`config.mk`:
```
export PLATFORM = sky130hd
export DESIGN_NAME = dbus_top
export DESIGN_NICKNAME = d
export VERILOG_FILES = /design/src/design/dbus_pkg.sv /design/src/design/rv32_pkg.sv /design/src/design/dbus_decode.sv /design/src/design/dbus_lanes.sv /design/src/design/dbus_top.sv /design/src/design/mtime.sv
export VERILOG_INCLUDE_DIRS = /design/src /design/src/design
export SDC_FILE = /design/constraint.sdc
export NUM_CORES = 1
export LEC_CHECK = 0
export BUFFER_PORTS_ARGS = -buffer_cell sky130_fd_sc_hd__buf_2
export CAP_MARGIN = 10
export CORE_MARGIN = 1
export CORE_UTILIZATION = 45
export DETAILED_ROUTE_END_ITERATION = 16
export GPL_TIMING_DRIVEN = 1
export PLACE_DENSITY = 0.68
export REMOVE_ABC_BUFFERS = 1
export SLEW_MARGIN = 20
export SYNTH_ARGS = -nofsm -noshare
export SYNTH_HDL_FRONTEND = slang
export SYNTH_SLANG_ARGS = --single-unit
```
`constraint.sdc`:
```
create_clock -name clk -period 6.5 [get_ports clk]
set_clock_uncertainty 0.05 [all_clocks]
set_input_delay 1.95 -clock clk [delete_from_list [all_inputs] [get_ports clk]]
set_output_delay 1.95 -clock clk [all_outputs]
set_load 0.005 [all_outputs]
```
`src/design/dbus_params.svh`:
```
//////////////////////////////
// Data bus memory map and timer divider
// Include wherever bus widths or bases are needed
//////////////////////////////
`ifndef DBUS_PARAMS_SVH
`define DBUS_PARAMS_SVH

//////////////////////////////
// Region bases and widths
//////////////////////////////

// ROM is word addressed
`define DBUS_ROM_BASE   32'h0000_0000
`define DBUS_ROM_AW     10

// RAM is word addressed
`define DBUS_RAM_BASE   32'h1000_0000
`define DBUS_RAM_AW     10

`define DBUS_MTIME_BASE 32'h2000_0000
`define DBUS_MTIME_AW   2               // Four timer words

// External window is byte addressed
`define DBUS_AXI_BASE   32'h8000_0000
`define DBUS_AXI_AW     16

//////////////////////////////
// Machine timer
//////////////////////////////
`define MTIME_TICK_DIV  4               // Clocks per mtime increment

`endif

```
`src/design/dbus_pkg.sv`:
```
//////////////////////////////
// Data bus side types for region decode and access size
//////////////////////////////
package dbus_pkg;

    //////////////////////////////
    // Target region
    //////////////////////////////
    typedef enum logic [2:0] {
        REGION_ROM   = 3'd0,    // Read only program memory
        REGION_RAM   = 3'd1,    // Local data memory
        REGION_MTIME = 3'd2,    // Machine timer registers
        REGION_AXI   = 3'd3,    // External window
        REGION_NONE  = 3'd4     // Unmapped
    } region_t;

    //////////////////////////////
    // Access size
    //////////////////////////////
    typedef enum logic [1:0] {
        SIZE_BYTE = 2'd0,
        SIZE_HALF = 2'd1,       // Needs even address
        SIZE_WORD = 2'd2        // Needs word aligned address
    } lsu_size_t;

endpackage

```
`src/design/rv32_pkg.sv`:
```
//////////////////////////////
// Architectural word types shared by the bus blocks
//////////////////////////////
package rv32_pkg;

    // Data path width
    localparam int XLEN = 32;

    // Data or address word
    typedef logic [XLEN-1:0] word_t;

    // One write enable per byte lane
    typedef logic [XLEN/8-1:0] strobe_t;

    // Byte position inside a word
    typedef logic [1:0] byte_off_t;

endpackage

```
`src/design/dbus_decode.sv`:
```
//////////////////////////////
// Data bus address decode with fault check and target enables
// Purely combinational, sits in front of lanes and targets
//////////////////////////////
`timescale 1ns/1ps

`include "dbus_params.svh"

module dbus_decode import rv32_pkg::*, dbus_pkg::*; (
    input  logic                     rd_en_i,
    input  logic                     wr_en_i,
    input  word_t                    addr_i,
    input  lsu_size_t                size_i,
    input  logic                     axi_busy_i,

    output region_t                  region_o,
    output logic                     fault_o,
    output logic                     accept_o,
    output logic                     wait_o,

    output logic                     rom_rd_en_o,
    output logic                     ram_rd_en_o,
    output logic                     ram_wr_en_o,
    output logic                     mtime_rd_en_o,
    output logic                     mtime_wr_en_o,
    output logic                     axi_rd_en_o,
    output logic                     axi_wr_en_o,
    output logic [`DBUS_ROM_AW-1:0]   rom_addr_o,
    output logic [`DBUS_RAM_AW-1:0]   ram_addr_o,
    output logic [`DBUS_MTIME_AW-1:0] mtime_addr_o,
    output logic [`DBUS_AXI_AW-1:0]   axi_addr_o
);

    // Lowest address bit that selects a region
    localparam int ROM_LSB   = `DBUS_ROM_AW + 2;
    localparam int RAM_LSB   = `DBUS_RAM_AW + 2;
    localparam int MTIME_LSB = `DBUS_MTIME_AW + 2;
    localparam int AXI_LSB   = `DBUS_AXI_AW;

    localparam word_t ROM_BASE   = `DBUS_ROM_BASE;
    localparam word_t RAM_BASE   = `DBUS_RAM_BASE;
    localparam word_t MTIME_BASE = `DBUS_MTIME_BASE;
    localparam word_t AXI_BASE   = `DBUS_AXI_BASE;

    logic req;          // Any access present
    logic misaligned;
    logic go;           // Legal request toward a target
    logic is_axi;

    //////////////////////////////
    // Region match
    //////////////////////////////
    always_comb begin
        if (addr_i[XLEN-1:ROM_LSB] == ROM_BASE[XLEN-1:ROM_LSB]) begin
            region_o = REGION_ROM;
        end else if (addr_i[XLEN-1:RAM_LSB] == RAM_BASE[XLEN-1:RAM_LSB]) begin
            region_o = REGION_RAM;
        end else if (addr_i[XLEN-1:MTIME_LSB] == MTIME_BASE[XLEN-1:MTIME_LSB]) begin
            region_o = REGION_MTIME;
        end else if (addr_i[XLEN-1:AXI_LSB] == AXI_BASE[XLEN-1:AXI_LSB]) begin
            region_o = REGION_AXI;
        end else begin
            region_o = REGION_NONE;
        end
    end

    // Offset versus size
    always_comb begin
        case (size_i)
            SIZE_BYTE: misaligned = 1'b0;
            SIZE_HALF: misaligned = addr_i[0];
            SIZE_WORD: misaligned = |addr_i[1:0];
            default:   misaligned = 1'b1;       // Unused size code
        endcase
    end

    //////////////////////////////
    // Fault, wait and accept
    //////////////////////////////
    assign req    = rd_en_i | wr_en_i;
    assign is_axi = (region_o == REGION_AXI);

    assign fault_o = req & (misaligned
                         | (region_o == REGION_NONE)
                         | ((region_o == REGION_ROM) & wr_en_i));   // ROM is read only

    assign go       = req & ~fault_o;
    assign wait_o   = go & is_axi & axi_busy_i;     // Hold request while external busy
    assign accept_o = req & ~wait_o;                // Faults accepted at once

    // Per target enables, exactly one when legal
    assign rom_rd_en_o   = go & rd_en_i & (region_o == REGION_ROM);
    assign ram_rd_en_o   = go & rd_en_i & (region_o == REGION_RAM);
    assign ram_wr_en_o   = go & wr_en_i & (region_o == REGION_RAM);
    assign mtime_rd_en_o = go & rd_en_i & (region_o == REGION_MTIME);
    assign mtime_wr_en_o = go & wr_en_i & (region_o == REGION_MTIME);
    assign axi_rd_en_o   = go & rd_en_i & is_axi & ~axi_busy_i;
    assign axi_wr_en_o   = go & wr_en_i & is_axi & ~axi_busy_i;

    // Word addresses for local targets, byte address for AXI
    assign rom_addr_o   = addr_i[ROM_LSB-1:2];
    assign ram_addr_o   = addr_i[RAM_LSB-1:2];
    assign mtime_addr_o = addr_i[MTIME_LSB-1:2];
    assign axi_addr_o   = addr_i[AXI_LSB-1:0];

endmodule

```
`src/design/dbus_lanes.sv`:
```
//////////////////////////////
// Byte lane steering for writes and registered read return
//////////////////////////////
`timescale 1ns/1ps

module dbus_lanes import rv32_pkg::*, dbus_pkg::*; (
    input  logic      clk,
    input  logic      arst_n_i,

    input  logic      accept_i,
    input  logic      fault_i,
    input  logic      wr_en_i,
    input  region_t   region_i,
    input  word_t     addr_i,
    input  lsu_size_t size_i,
    input  logic      unsigned_i,
    input  word_t     wr_data_i,

    input  word_t     rom_rd_data_i,
    input  word_t     ram_rd_data_i,
    input  word_t     mtime_rd_data_i,
    input  word_t     axi_rd_data_i,
    input  logic      axi_access_fault_i,

    output word_t     wr_data_o,
    output strobe_t   wr_strobe_o,
    output word_t     rd_data_o,
    output logic      err_o
);

    byte_off_t off;
    strobe_t   strb_base;       // Strobe at offset zero

    // Response cycle state
    logic      valid_q;
    logic      fault_q;
    logic      load_q;
    region_t   region_q;
    byte_off_t off_q;
    lsu_size_t size_q;
    logic      unsigned_q;

    word_t     rd_sel;
    word_t     rd_shift;
    word_t     rd_ext;
    logic      sign_b;
    logic      sign_h;

    //////////////////////////////
    // Write path
    //////////////////////////////
    assign off = addr_i[1:0];

    always_comb begin
        case (size_i)
            SIZE_BYTE: strb_base = 4'b0001;
            SIZE_HALF: strb_base = 4'b0011;
            default:   strb_base = 4'b1111;
        endcase
    end

    assign wr_data_o   = wr_data_i << {off, 3'b000};                    // Move to byte lane
    assign wr_strobe_o = wr_en_i ? strobe_t'(strb_base << off) : '0;

    //////////////////////////////
    // Capture on accept
    //////////////////////////////
    always_ff @(posedge clk or negedge arst_n_i) begin
        if (!arst_n_i) begin
            valid_q  <= 1'b0;
            fault_q  <= 1'b0;
            load_q   <= 1'b0;
            region_q <= REGION_NONE;
        end else begin
            valid_q <= accept_i;
            if (accept_i) begin
                fault_q  <= fault_i;
                load_q   <= ~wr_en_i;
                region_q <= region_i;
            end
        end
    end

    // Access shape, no reset needed
    always_ff @(posedge clk) begin
        if (accept_i) begin
            off_q      <= addr_i[1:0];
            size_q     <= size_i;
            unsigned_q <= unsigned_i;
        end
    end

    //////////////////////////////
    // Read path
    //////////////////////////////
    always_comb begin
        case (region_q)
            REGION_ROM:   rd_sel = rom_rd_data_i;
            REGION_RAM:   rd_sel = ram_rd_data_i;
            REGION_MTIME: rd_sel = mtime_rd_data_i;
            REGION_AXI:   rd_sel = axi_rd_data_i;
            default:      rd_sel = '0;
        endcase
    end

    assign rd_shift = rd_sel >> {off_q, 3'b000};       // Lane down to bit 0
    assign sign_b   = ~unsigned_q & rd_shift[7];
    assign sign_h   = ~unsigned_q & rd_shift[15];

    always_comb begin
        case (size_q)
            SIZE_BYTE: rd_ext = {{(XLEN-8){sign_b}}, rd_shift[7:0]};
            SIZE_HALF: rd_ext = {{(XLEN-16){sign_h}}, rd_shift[15:0]};
            default:   rd_ext = rd_shift;
        endcase
    end

    // Stores and faults return zero
    assign rd_data_o = (load_q & ~fault_q) ? rd_ext : '0;

    // Own fault or external access fault, one cycle after accept
    assign err_o = valid_q & (fault_q | ((region_q == REGION_AXI) & axi_access_fault_i));

endmodule

```
`src/design/dbus_top.sv`:
```
//////////////////////////////
// Data bus top joining decode, lanes and machine timer
//////////////////////////////
`timescale 1ns/1ps

`include "dbus_params.svh"

module dbus_top import rv32_pkg::*, dbus_pkg::*; (
    input  logic                   clk,
    input  logic                   arst_n_i,

    // Request side
    input  logic                   rd_en_i,
    input  logic                   wr_en_i,
    input  word_t                  addr_i,
    input  lsu_size_t              size_i,
    input  logic                   unsigned_i,
    input  word_t                  wr_data_i,

    // ROM port
    output logic                   rom_rd_en_o,
    output logic [`DBUS_ROM_AW-1:0] rom_addr_o,
    input  word_t                  rom_rd_data_i,

    // RAM port
    output logic                   ram_rd_en_o,
    output logic                   ram_wr_en_o,
    output logic [`DBUS_RAM_AW-1:0] ram_addr_o,
    input  word_t                  ram_rd_data_i,

    // External AXI window
    output logic                   axi_rd_en_o,
    output logic                   axi_wr_en_o,
    output logic [`DBUS_AXI_AW-1:0] axi_addr_o,
    input  word_t                  axi_rd_data_i,
    input  logic                   axi_access_fault_i,
    input  logic                   axi_busy_i,

    // Shared write lanes
    output word_t                  wr_data_o,
    output strobe_t                wr_strobe_o,

    // Response
    output word_t                  rd_data_o,
    output logic                   err_o,
    output logic                   wait_o,

    output logic                   mtime_int_o
);

    //////////////////////////////
    // Internal wires
    //////////////////////////////
    region_t                     region;
    logic                        fault;
    logic                        accept;
    logic                        mtime_rd_en;
    logic                        mtime_wr_en;
    logic [`DBUS_MTIME_AW-1:0]   mtime_addr;
    word_t                       mtime_rd_data;

    dbus_decode decode0 (
        .rd_en_i       (rd_en_i),
        .wr_en_i       (wr_en_i),
        .addr_i        (addr_i),
        .size_i        (size_i),
        .axi_busy_i    (axi_busy_i),
        .region_o      (region),
        .fault_o       (fault),
        .accept_o      (accept),
        .wait_o        (wait_o),
        .rom_rd_en_o   (rom_rd_en_o),
        .ram_rd_en_o   (ram_rd_en_o),
        .ram_wr_en_o   (ram_wr_en_o),
        .mtime_rd_en_o (mtime_rd_en),
        .mtime_wr_en_o (mtime_wr_en),
        .axi_rd_en_o   (axi_rd_en_o),
        .axi_wr_en_o   (axi_wr_en_o),
        .rom_addr_o    (rom_addr_o),
        .ram_addr_o    (ram_addr_o),
        .mtime_addr_o  (mtime_addr),
        .axi_addr_o    (axi_addr_o)
    );

    dbus_lanes lanes0 (
        .clk                (clk),
        .arst_n_i           (arst_n_i),
        .accept_i           (accept),
        .fault_i            (fault),
        .wr_en_i            (wr_en_i),
        .region_i           (region),
        .addr_i             (addr_i),
        .size_i             (size_i),
        .unsigned_i         (unsigned_i),
        .wr_data_i          (wr_data_i),
        .rom_rd_data_i      (rom_rd_data_i),
        .ram_rd_data_i      (ram_rd_data_i),
        .mtime_rd_data_i    (mtime_rd_data),
        .axi_rd_data_i      (axi_rd_data_i),
        .axi_access_fault_i (axi_access_fault_i),
        .wr_data_o          (wr_data_o),
        .wr_strobe_o        (wr_strobe_o),
        .rd_data_o          (rd_data_o),
        .err_o              (err_o)
    );

    // Timer sees the steered lanes like any other target
    mtime mtime0 (
        .clk         (clk),
        .arst_n_i    (arst_n_i),
        .rd_en_i     (mtime_rd_en),
        .wr_en_i     (mtime_wr_en),
        .addr_i      (mtime_addr),
        .wr_data_i   (wr_data_o),
        .wr_strobe_i (wr_strobe_o),
        .rd_data_o   (mtime_rd_data),
        .mtime_int_o (mtime_int_o)
    );

endmodule

```
`src/design/mtime.sv`:
```
//////////////////////////////
// Machine timer with compare, mapped as four bus words
//////////////////////////////
`timescale 1ns/1ps

`include "dbus_params.svh"

module mtime import rv32_pkg::*; #(
    parameter int TICK_DIV = `MTIME_TICK_DIV    // Clocks per count, 1 or more
) (
    input  logic       clk,
    input  logic       arst_n_i,

    input  logic       rd_en_i,
    input  logic       wr_en_i,
    input  logic [1:0] addr_i,         // 0 mtime lo, 1 mtime hi, 2 cmp lo, 3 cmp hi
    input  word_t      wr_data_i,
    input  strobe_t    wr_strobe_i,

    output word_t      rd_data_o,
    output logic       mtime_int_o
);

    localparam int PW = (TICK_DIV > 1) ? $clog2(TICK_DIV) : 1;

    logic [PW-1:0] presc_q;
    logic          tick;

    logic [63:0]   mtime_q;
    logic [63:0]   mtimecmp_q;
    logic [63:0]   mtime_nxt;
    logic [63:0]   cmp_nxt;

    //////////////////////////////
    // Prescaler
    //////////////////////////////
    assign tick = (presc_q == PW'(TICK_DIV - 1));

    always_ff @(posedge clk or negedge arst_n_i) begin
        if (!arst_n_i) begin
            presc_q <= '0;
        end else if (tick) begin
            presc_q <= '0;
        end else begin
            presc_q <= presc_q + 1'b1;
        end
    end

    //////////////////////////////
    // Next register values
    //////////////////////////////
    always_comb begin
        mtime_nxt = tick ? mtime_q + 64'd1 : mtime_q;
        cmp_nxt   = mtimecmp_q;
        // Bus bytes override the tick
        if (wr_en_i) begin
            for (int b = 0; b < XLEN/8; b++) begin
                if (wr_strobe_i[b]) begin
                    case (addr_i)
                        2'd0:    mtime_nxt[8*b +: 8]      = wr_data_i[8*b +: 8];
                        2'd1:    mtime_nxt[XLEN+8*b +: 8] = wr_data_i[8*b +: 8];
                        2'd2:    cmp_nxt[8*b +: 8]        = wr_data_i[8*b +: 8];
                        default: cmp_nxt[XLEN+8*b +: 8]   = wr_data_i[8*b +: 8];
                    endcase
                end
            end
        end
    end

    always_ff @(posedge clk or negedge arst_n_i) begin
        if (!arst_n_i) begin
            mtime_q    <= '0;
            mtimecmp_q <= '1;       // No interrupt out of reset
        end else begin
            mtime_q    <= mtime_nxt;
            mtimecmp_q <= cmp_nxt;
        end
    end

    //////////////////////////////
    // Read port, one cycle
    //////////////////////////////
    always_ff @(posedge clk) begin
        if (rd_en_i) begin
            case (addr_i)
                2'd0:    rd_data_o <= mtime_q[XLEN-1:0];
                2'd1:    rd_data_o <= mtime_q[63:XLEN];
                2'd2:    rd_data_o <= mtimecmp_q[XLEN-1:0];
                default: rd_data_o <= mtimecmp_q[63:XLEN];
            endcase
        end
    end

    // Level interrupt
    assign mtime_int_o = (mtime_q >= mtimecmp_q);

endmodule

```
Word level (Yosys, flattened, before mapping)
Cells that the tools add are included.

cells by class
  add/subtract/negate cells = 2
  $mul = 0
  divide/modulo/power cells = 0
  $lt $le $gt $ge = 1
  equality and inequality tests = 16
  shifts and indexed selects = 3
  mux-type cells = 30
  bitwise logic cells = 33
  reduce and logical (&&, ||, !) cells = 16

operators by type and width
  operator               count
  $mux 64                2
  $mux 8                 16
  $pmux 32 s4            1
  $pmux 32 s3            1
  $add 64x1->64 const B  1
  $ge 64x64->1           1
  $pmux 32 s2            1
  $mux 32                1
  $shl 32x5->32          1
  $shr 32x5->32          1
  $eq 28x26->1 const B   1
  $reduce_and 3->1       8
  $and 1x1->1            22
  $eq 20x17->1 const B   1
  $logic_not 20->1       1
  $eq 16x16->1 const B   1
  $eq 3x2->1 const B     4
  $mux 3                 4
  $pmux 4 s2             1
  $not 1->1              7
  $eq 2x1->1 const B     3
  $eq 2x2->1 const B     3
  $eq 3x1->1 const B     2
  $logic_not 2->1        3
  other kinds (10)       14

storage, ports and cells
  register bits = 173
  bits in latches = 0
  RAM bits = 0
  bits in read-only memories = 0
  bits of input ports = 169
  logic and storage cells = 119
  memories = 0

Logic depth before layout (Yosys ltp)
Gate-level depths: netlist of run 1.

  depth after elaboration = 15
  depth in mapped cells = 9
  gate-level depth less buffers = 8

Modules after synthesis
Synthesis of run 1 repeated with hierarchy kept, for this count alone.

unflattened totals
  cell total of the unflattened synthesis = 1269
  area total of the unflattened synthesis = 12806.0 um2

by module, submodules not included
  module       times used  cells each  area each (um2)
  mtime        1           865         9544.2
  dbus_lanes   1           323         2673.8
  dbus_decode  1           81          588.1

Worst setup path after synthesis of run 1
No wires, ideal clock.

  path type = input to output
  from = input ram_rd_data_i[31]
  to = output rd_data_o[27]
  data arrival time = 3.386 ns
  setup slack = 1.114 ns
  cell stages on the path = 8
  path buffers = 2
  path through = mux4_2 -> nand2b_1 -> nand4_1 -> and3_1 -> or4_1 -> buf_2 -> buf_6 -> a31oi_1

on the way
  cells in the longest elaborated chain, start to end = 5
  elaborated cells on any way between the ends = 6
  classes of those cells = shift: 1; mux: 3; bitwise: 2

ends and longest elaborated chain
  item                            RTL line                              text
  start: declaration              dbus_top.sv:29                        input word_t ram_rd_data_i,
  $pmux 32 s4 (*)                 dbus_lanes.sv:97                      case (region_q)
  $shr 32x5->32 (*)               dbus_lanes.sv:106                     assign rd_shift = rd_sel >> {off_q, 3'b000};
  $and 1x1->1 (on tied branches)  dbus_lanes.sv:108, dbus_lanes.sv:107
  $pmux 32 s2 (*)                 dbus_lanes.sv:111                     case (size_q)
  $mux 32 (*)                     dbus_lanes.sv:119                     assign rd_data_o = (load_q & ~fault_q) ? rd_ext : '0;
  end: declaration                dbus_top.sv:44                        output word_t rd_data_o,

Mark *: on every way between the ends. The rest lies on a longest branch, timed or not.

Worst setup path after layout of run 1
  from = input rom_rd_data_i[23]
  to = output rd_data_o[28]

on the way
  cells in the longest elaborated chain, start to end = 5
  elaborated cells on any way between the ends = 6
  classes of those cells = shift: 1; mux: 3; bitwise: 2

ends and longest elaborated chain
  item                            RTL line                              text
  start: declaration              dbus_top.sv:23                        input word_t rom_rd_data_i,
  $pmux 32 s4 (*)                 dbus_lanes.sv:97
  $shr 32x5->32 (*)               dbus_lanes.sv:106
  $and 1x1->1 (on tied branches)  dbus_lanes.sv:108, dbus_lanes.sv:107
  $pmux 32 s2 (*)                 dbus_lanes.sv:111
  $mux 32 (*)                     dbus_lanes.sv:119

Marked as above.

==> impl_metrics.toml, run 1 <==
[die]
core_sq_um = 28100
start_util = 0.461
rows = 61
die_y_um = 172
die_w_um = 172
die-area_sq_um = 29500
ios = 281

[sta]
timing.fmax_mhz = 168
tightest_slew_ns = 1.13
fin_crit_ns = 5.96
tns_ns = 0
finalHoldViolCount = 0
fin_crit_sh = 0.917
slew_viol_final = 0
setup_viol = 0
grt_setup_unrepaired = "no"
maxSlewHeadroom = 0.240

[grt]
antenna_found_initial = 1
grt.total_usage = 0.293
gr-usage-met1 = 0.386
grt_use_met2 = 0.482
grt_pass1_vias = 10700
busiest_layer = "met2"
met3_usage = 0.0502
grt_pass1_wl_um = 63700
grt_max_degree = 79
grt-ovfl-total = 0

[route]
post_drt_wl_per_cell_um = 22.9
viasPerCell = 5.94
drt.antenna.violating_nets = 0
vias = 11200
post-route-drc-count = 0
first_iter_violations = 962
first_pass_iters = 5
wirelength_um = 43100

[pwr]
total_power_w = 0.00247
power_density_nw_per_um2 = 164
leakagePower_nw = 6.64
peakVddDrop_mv = 0.128

[logic_synthesis]
ys_seq_elements = 173
syn_area_sq_um = 13000
synth_edf_count = 37
synth_cells = 1267
ys_warn_count = 0
postSynth.asyncResetShare = 0.786
synthTopCellsByArea = "dfrtp_1 14%, dfstp_2 13%, mux4_2 10%"
synth-main-ff-cell = "dfrtp_1"
post-synth-top-count-cell = "nor2_1"
ys_seq_area_frac = 0.355
synth_top_area_share = 0.137
synth_cell_types = 61
synth_common_cells = "97 x nor2_1, 85 x nand2_1, 81 x inv_1, 73 x mux2i_1, 71 x dfrtp_1"
yosys.area.top_type = "dfrtp_1"
syn_area_per_cell_sq_um = 10.2

[worst_setup_path]
critical_path_arrival_ns = 3.96
cp-end-kind = "output port"
max_stage_delay_ns = 0.66
path_common_cell = "buf_2"
cp_top_family = "simple AND/OR/NAND/NOR gates"
crit_path_start_kind = "primary input"
r2r_slack_ns = 3.35
crit_buf_inv = 2
cp_slowest_cell = "nand4_1"
critPathMaxFanout = 15
required_ns = 4.50
crit_chain = "buf_2, mux2i_1, nor3_1, o21bai_1, a21oi_1, nand4_1, a31oi_1, buf_2"
worstSetupPathType = "in2out"

[cells_and_area]
seq_area_sq_um = 4600
area_delta_synth_final_pct = 16.0
drive_above_1_share = 0.365
layout.nets = 1726
fillers = 2576
multi_input_comb_area_sq_um = 7500
fin_util = 0.535

[outcome]
status = "completed"

[clock_tree]
cts_resized = 0
cts.sinks = 173
clk_latency_ns = 0.44
cts_tree = "done"
h-tree-depth = 4
cts_buffers = 17
post_cts_buffers = 0
clkTransAtPathRegs_ns = 0.07
cts-root-buf = "clkbuf_16"
ctsHoldBuffers = 0
max-clock-path-buffers = 2

[place]
gp_congestion = 0.990
numPortBuffers = 280
dp_hpwl_um = 33500

[hold_path]
min_path_type = "reg2reg"

[flow_run]
maxCapViolCount = 0
final cells by class:
cell class,instances,share of cell area
flip-flops and latches,173,0.306
multi-input cells,915,0.499
well taps,378,0.0315
inverters,81,0.0202
diodes,1,0.000167
clock inverters,14,0.00849
clock buffers,18,0.0292
repair buffers,303,0.105
routing by layer:
metal  up-vias  part of all wire
met5         -                 0
met4         0             0.031
met3        80             0.081
met2       561              0.47
met1      5498              0.41
li1       5053                 -
cell usage in the layout (no fill, tap or decap), types with 6 or more instances in the layout:
master,Yosys,layout
a31oi_1,25,25
dfstp_2,65,65
mux2i_1,73,73
nand4_1,29,29
mux2_2,47,47
nor3_1,39,39
nand2_1,85,85
a21o_1,7,7
a21oi_1,65,65
xor2_1,22,22
and2_1,12,12
o21a_1,6,6
nor4_1,19,19
edfxtp_1,37,37
dfrtp_1,71,70
o21ai_0,42,42
buf_4,36,23
xnor2_1,40,40
a211oi_1,8,8
clkbuf_16,0,17
a22oi_1,7,7
ha_1,66,66
mux2_4,24,24
mux4_2,58,58
inv_1,81,81
buf_2,13,279
nand3_1,42,42
and3_1,19,19
nor2_1,97,97
nor2b_1,16,16
metrics by stage:
| step | hold slack (ns) | instance area, sq um | std cells | worst slack [ns] |
|---|---|---|---|---|
| 2_1_floorplan | 0.353 | 12400 | 1169 | 0.918 |
| 3_3_place_gp | 0.364 | 14500 | 1850 | 0.630 |
| 3_5_place_dp | 0.374 | 14500 | 1850 | 0.582 |
| 4_1_cts | 0.384 | 15000 | 1882 | 0.579 |
| 5_1_grt | 0.403 | 15000 | 1882 | 0.441 |
| 6_report | 0.383 | 15000 | 1883 | 0.542 |
kinds of logic after synthesis:
| kind of cell | after synthesis | share of synthesized area |
|---|---|---|
| AOI/OAI and AO/OA | 183 | 0.0842 |
| xor gates and xnor gates | 62 | 0.0419 |
| adders and majority gates | 66 | 0.0637 |
| buffers and inverters | 179 | 0.0664 |
| DFF | 173 | 0.355 |
| muxes | 202 | 0.226 |
| and+or+nand+nor | 402 | 0.163 |
registers in the layout (all words and copies together), names as in the netlist:
register	flops
mtime0.mtime_q	64
lanes0.region_q	3
lanes0.off_q	2
mtime0.mtimecmp_q	64
mtime0.presc_q	2
mtime0.rd_data_o	32
lanes0.unsigned_q	1
lanes0.valid_q	1
lanes0.fault_q	1
lanes0.load_q	1
lanes0.size_q	2
worst register-to-register path, cell delays in order, from the launching register on:
cell and delay, ns:
dfrtp_1 0.48, nand4_1 0.17, nor3_1 0.51, nand3_1 0.87, nor4_1 0.57, xor2_1 0.12, mux2_2 0.28
power by group:
| group | switching [W] | internal, W | total [W] |
|---|---|---|---|
| combinational | 0.000195 | 0.000144 | 0.000339 |
| sequential | 0.0000137 | 0.00111 | 0.00113 |
| clock | 0.000482 | 0.000516 | 0.000998 |
| total | 0.000691 | 0.00177 | 0.00247 |
worst paths after layout:
check	from	end	depth (start not counted)
hold reg to reg	mtime0.presc_q[0]	mtime0.presc_q[0]	1
setup / recovery	rom_rd_data_i[23]	rd_data_o[28]	8
min in group asynchronous	arst_n_i	mtime0.mtime_q[22]	1
max in group asynchronous	arst_n_i	mtime0.mtimecmp_q[8]	2
hold / removal	mtime0.presc_q[0]	mtime0.presc_q[0]	1
setup reg to reg	mtime0.mtime_q[16]	mtime0.mtime_q[57]	6
(Power assumes the default switching activity.)
==> run 2: changes to the inputs <==
- CORE_MARGIN: 1 -> 3
==> impl_metrics.toml, run 2 (same netlist as run 1, synthesis figures left out) <==
[clock_tree]
h-tree-depth = 4
cts.sinks = 173
post_cts_buffers = 0
cts_tree = "done"
cts_buffers = 17
cts_resized = 0
clkTransAtPathRegs_ns = 0.06
clk_latency_ns = 0.44
max-clock-path-buffers = 2
ctsHoldBuffers = 0
cts-root-buf = "clkbuf_16"

[pwr]
peakVddDrop_mv = 0.154
leakagePower_nw = 6.62
total_power_w = 0.00242
power_density_nw_per_um2 = 162

[sta]
timing.hold.ws_ns = 0.377
grt_setup_unrepaired = "no"
tightest_slew_ns = 1.10
fin_crit_ns = 5.89
tns_ns = 0
finalHoldViolCount = 0
fin_crit_sh = 0.905
setup_viol = 0
timing.fmax_mhz = 170
slew_viol_final = 0
maxSlewHeadroom = 0.262

[cells_and_area]
drive_above_1_share = 0.363
antenna_cells = 0
largestRegisters = "mtime0.mtime_q (64), mtime0.mtimecmp_q (64), mtime0.rd_data_o (32)"
layoutNonFillerInstCount = 1881
layout.nets = 1725
final_cell_mix = "279 x buf_2, 97 x nor2_1, 85 x nand2_1"
layout_commonest_cell = "buf_2"
area_delta_synth_final_pct = 15.8

[worst_setup_path]
cp_top_family = "simple AND/OR/NAND/NOR gates"
crit_chain = "buf_2, nor2b_1, nand2_1, o21ai_0, buf_2"
critical_path_arrival_ns = 3.89
cp_slowest_cell = "nor2b_1"
crit_path_start_kind = "primary input"
critPathMaxFanout = 22
max_stage_delay_ns = 0.91
crit_buf_inv = 2
path_common_cell = "buf_2"
worstSetupPathType = "in2out"
cp-end-kind = "output port"
required_ns = 4.50

[route]
first_pass_iters = 5
post_drt_wl_per_cell_um = 22.9
viasPerCell = 5.92
drt.antenna.violating_nets = 0
vias = 11100
wirelength_um = 43100
first_iter_violations = 1035
post-route-drc-count = 0

[die]
die-area_sq_um = 30900
die_y_um = 176
core_sq_um = 28100
rows = 61
ios = 281
die_w_um = 176
start_util = 0.461

[place]
numPortBuffers = 280
dp.cells = 1849
gp_congestion = 0.975
dp_hpwl_um = 33600

[grt]
grt-ovfl-total = 0
grt_pass1_vias = 11000
grt_pass1_wl_um = 64700
antenna_found_initial = 2
grt_max_degree = 137
grt.total_usage = 0.274

[hold_path]
min_path_type = "reg2reg"

[outcome]
status = "completed"

[flow_run]
maxCapViolCount = 0
-- run 2: changes by cell type in the layout (fill, tap and decap cells not counted), sizes merged --
cell | previous run | this run
buf | 303 | 302
bufinv | 0 | 1
clkinvlp | 2 | 4
diode | 1 | 0
inv | 88 | 85
-- run 2: worst register-to-register path: cells and delay by family, from the launching register on --
family / cells / cell delay, ns
DFF: 1 / 0.48
xor gates and xnor gates: 1 / 0.13
and+or+nand+nor: 4 / 2.11
muxes: 1 / 0.28
-- run 2: path summary, 6_finish.rpt --
check / endpoint / start / slack (ns) / cells past startpoint
worst max-delay path: wr_data_o[16] / addr_i[0] / 0.61 / 5
max in group asynchronous: lanes0.region_q[0] / arst_n_i / 4.17 / 2
min in group asynchronous: mtime0.mtime_q[21] / arst_n_i / 1.55 / 2
worst min-delay path: mtime0.presc_q[0] / mtime0.presc_q[0] / 0.38 / 1
worst max register to register: mtime0.mtime_q[57] / mtime0.mtime_q[15] / 3.35 / 6
worst min register to register: mtime0.presc_q[0] / mtime0.presc_q[0] / 0.38 / 1
-- run 2: final cells by class --
type	count	area (sq um)
inverters	81	304
repair buffers	302	1580
multi-input cells	915	7510
clock inverters	14	116
flip-flops and latches	173	4600
well taps	378	473
clock buffers	18	429
fillers	2541	13100
-- run 2: power by group --
part | switching (W) | leakage [nW] | internal [W]
Sequential | 0.0000129 | 1.82 | 0.00111
Clock | 0.000432 | 0.256 | 0.000526
Combinational | 0.000195 | 4.55 | 0.000144
-- run 2: per-layer routing --
layer / track usage / wire, um
met1: 0.354 / 17700
met2: 0.434 / 19600
met3: 0.0644 / 3640
met4: 0.133 / 2160
met5: 0 / 26
-- run 2: per-stage QoR --
| stage | setup slack (ns) | util | cell area (sq um) |
|---|---|---|---|
| final | 0.615 | 0.534 | 15000 |
| after global routing | 0.569 | 0.534 | 15000 |
| after CTS | 0.670 | 0.534 | 15000 |
| after detailed placement | 0.673 | 0.515 | 14500 |
| after global placement | 0.709 | 0.515 | 14500 |
| after floorplan | 0.918 | - | 12400 |
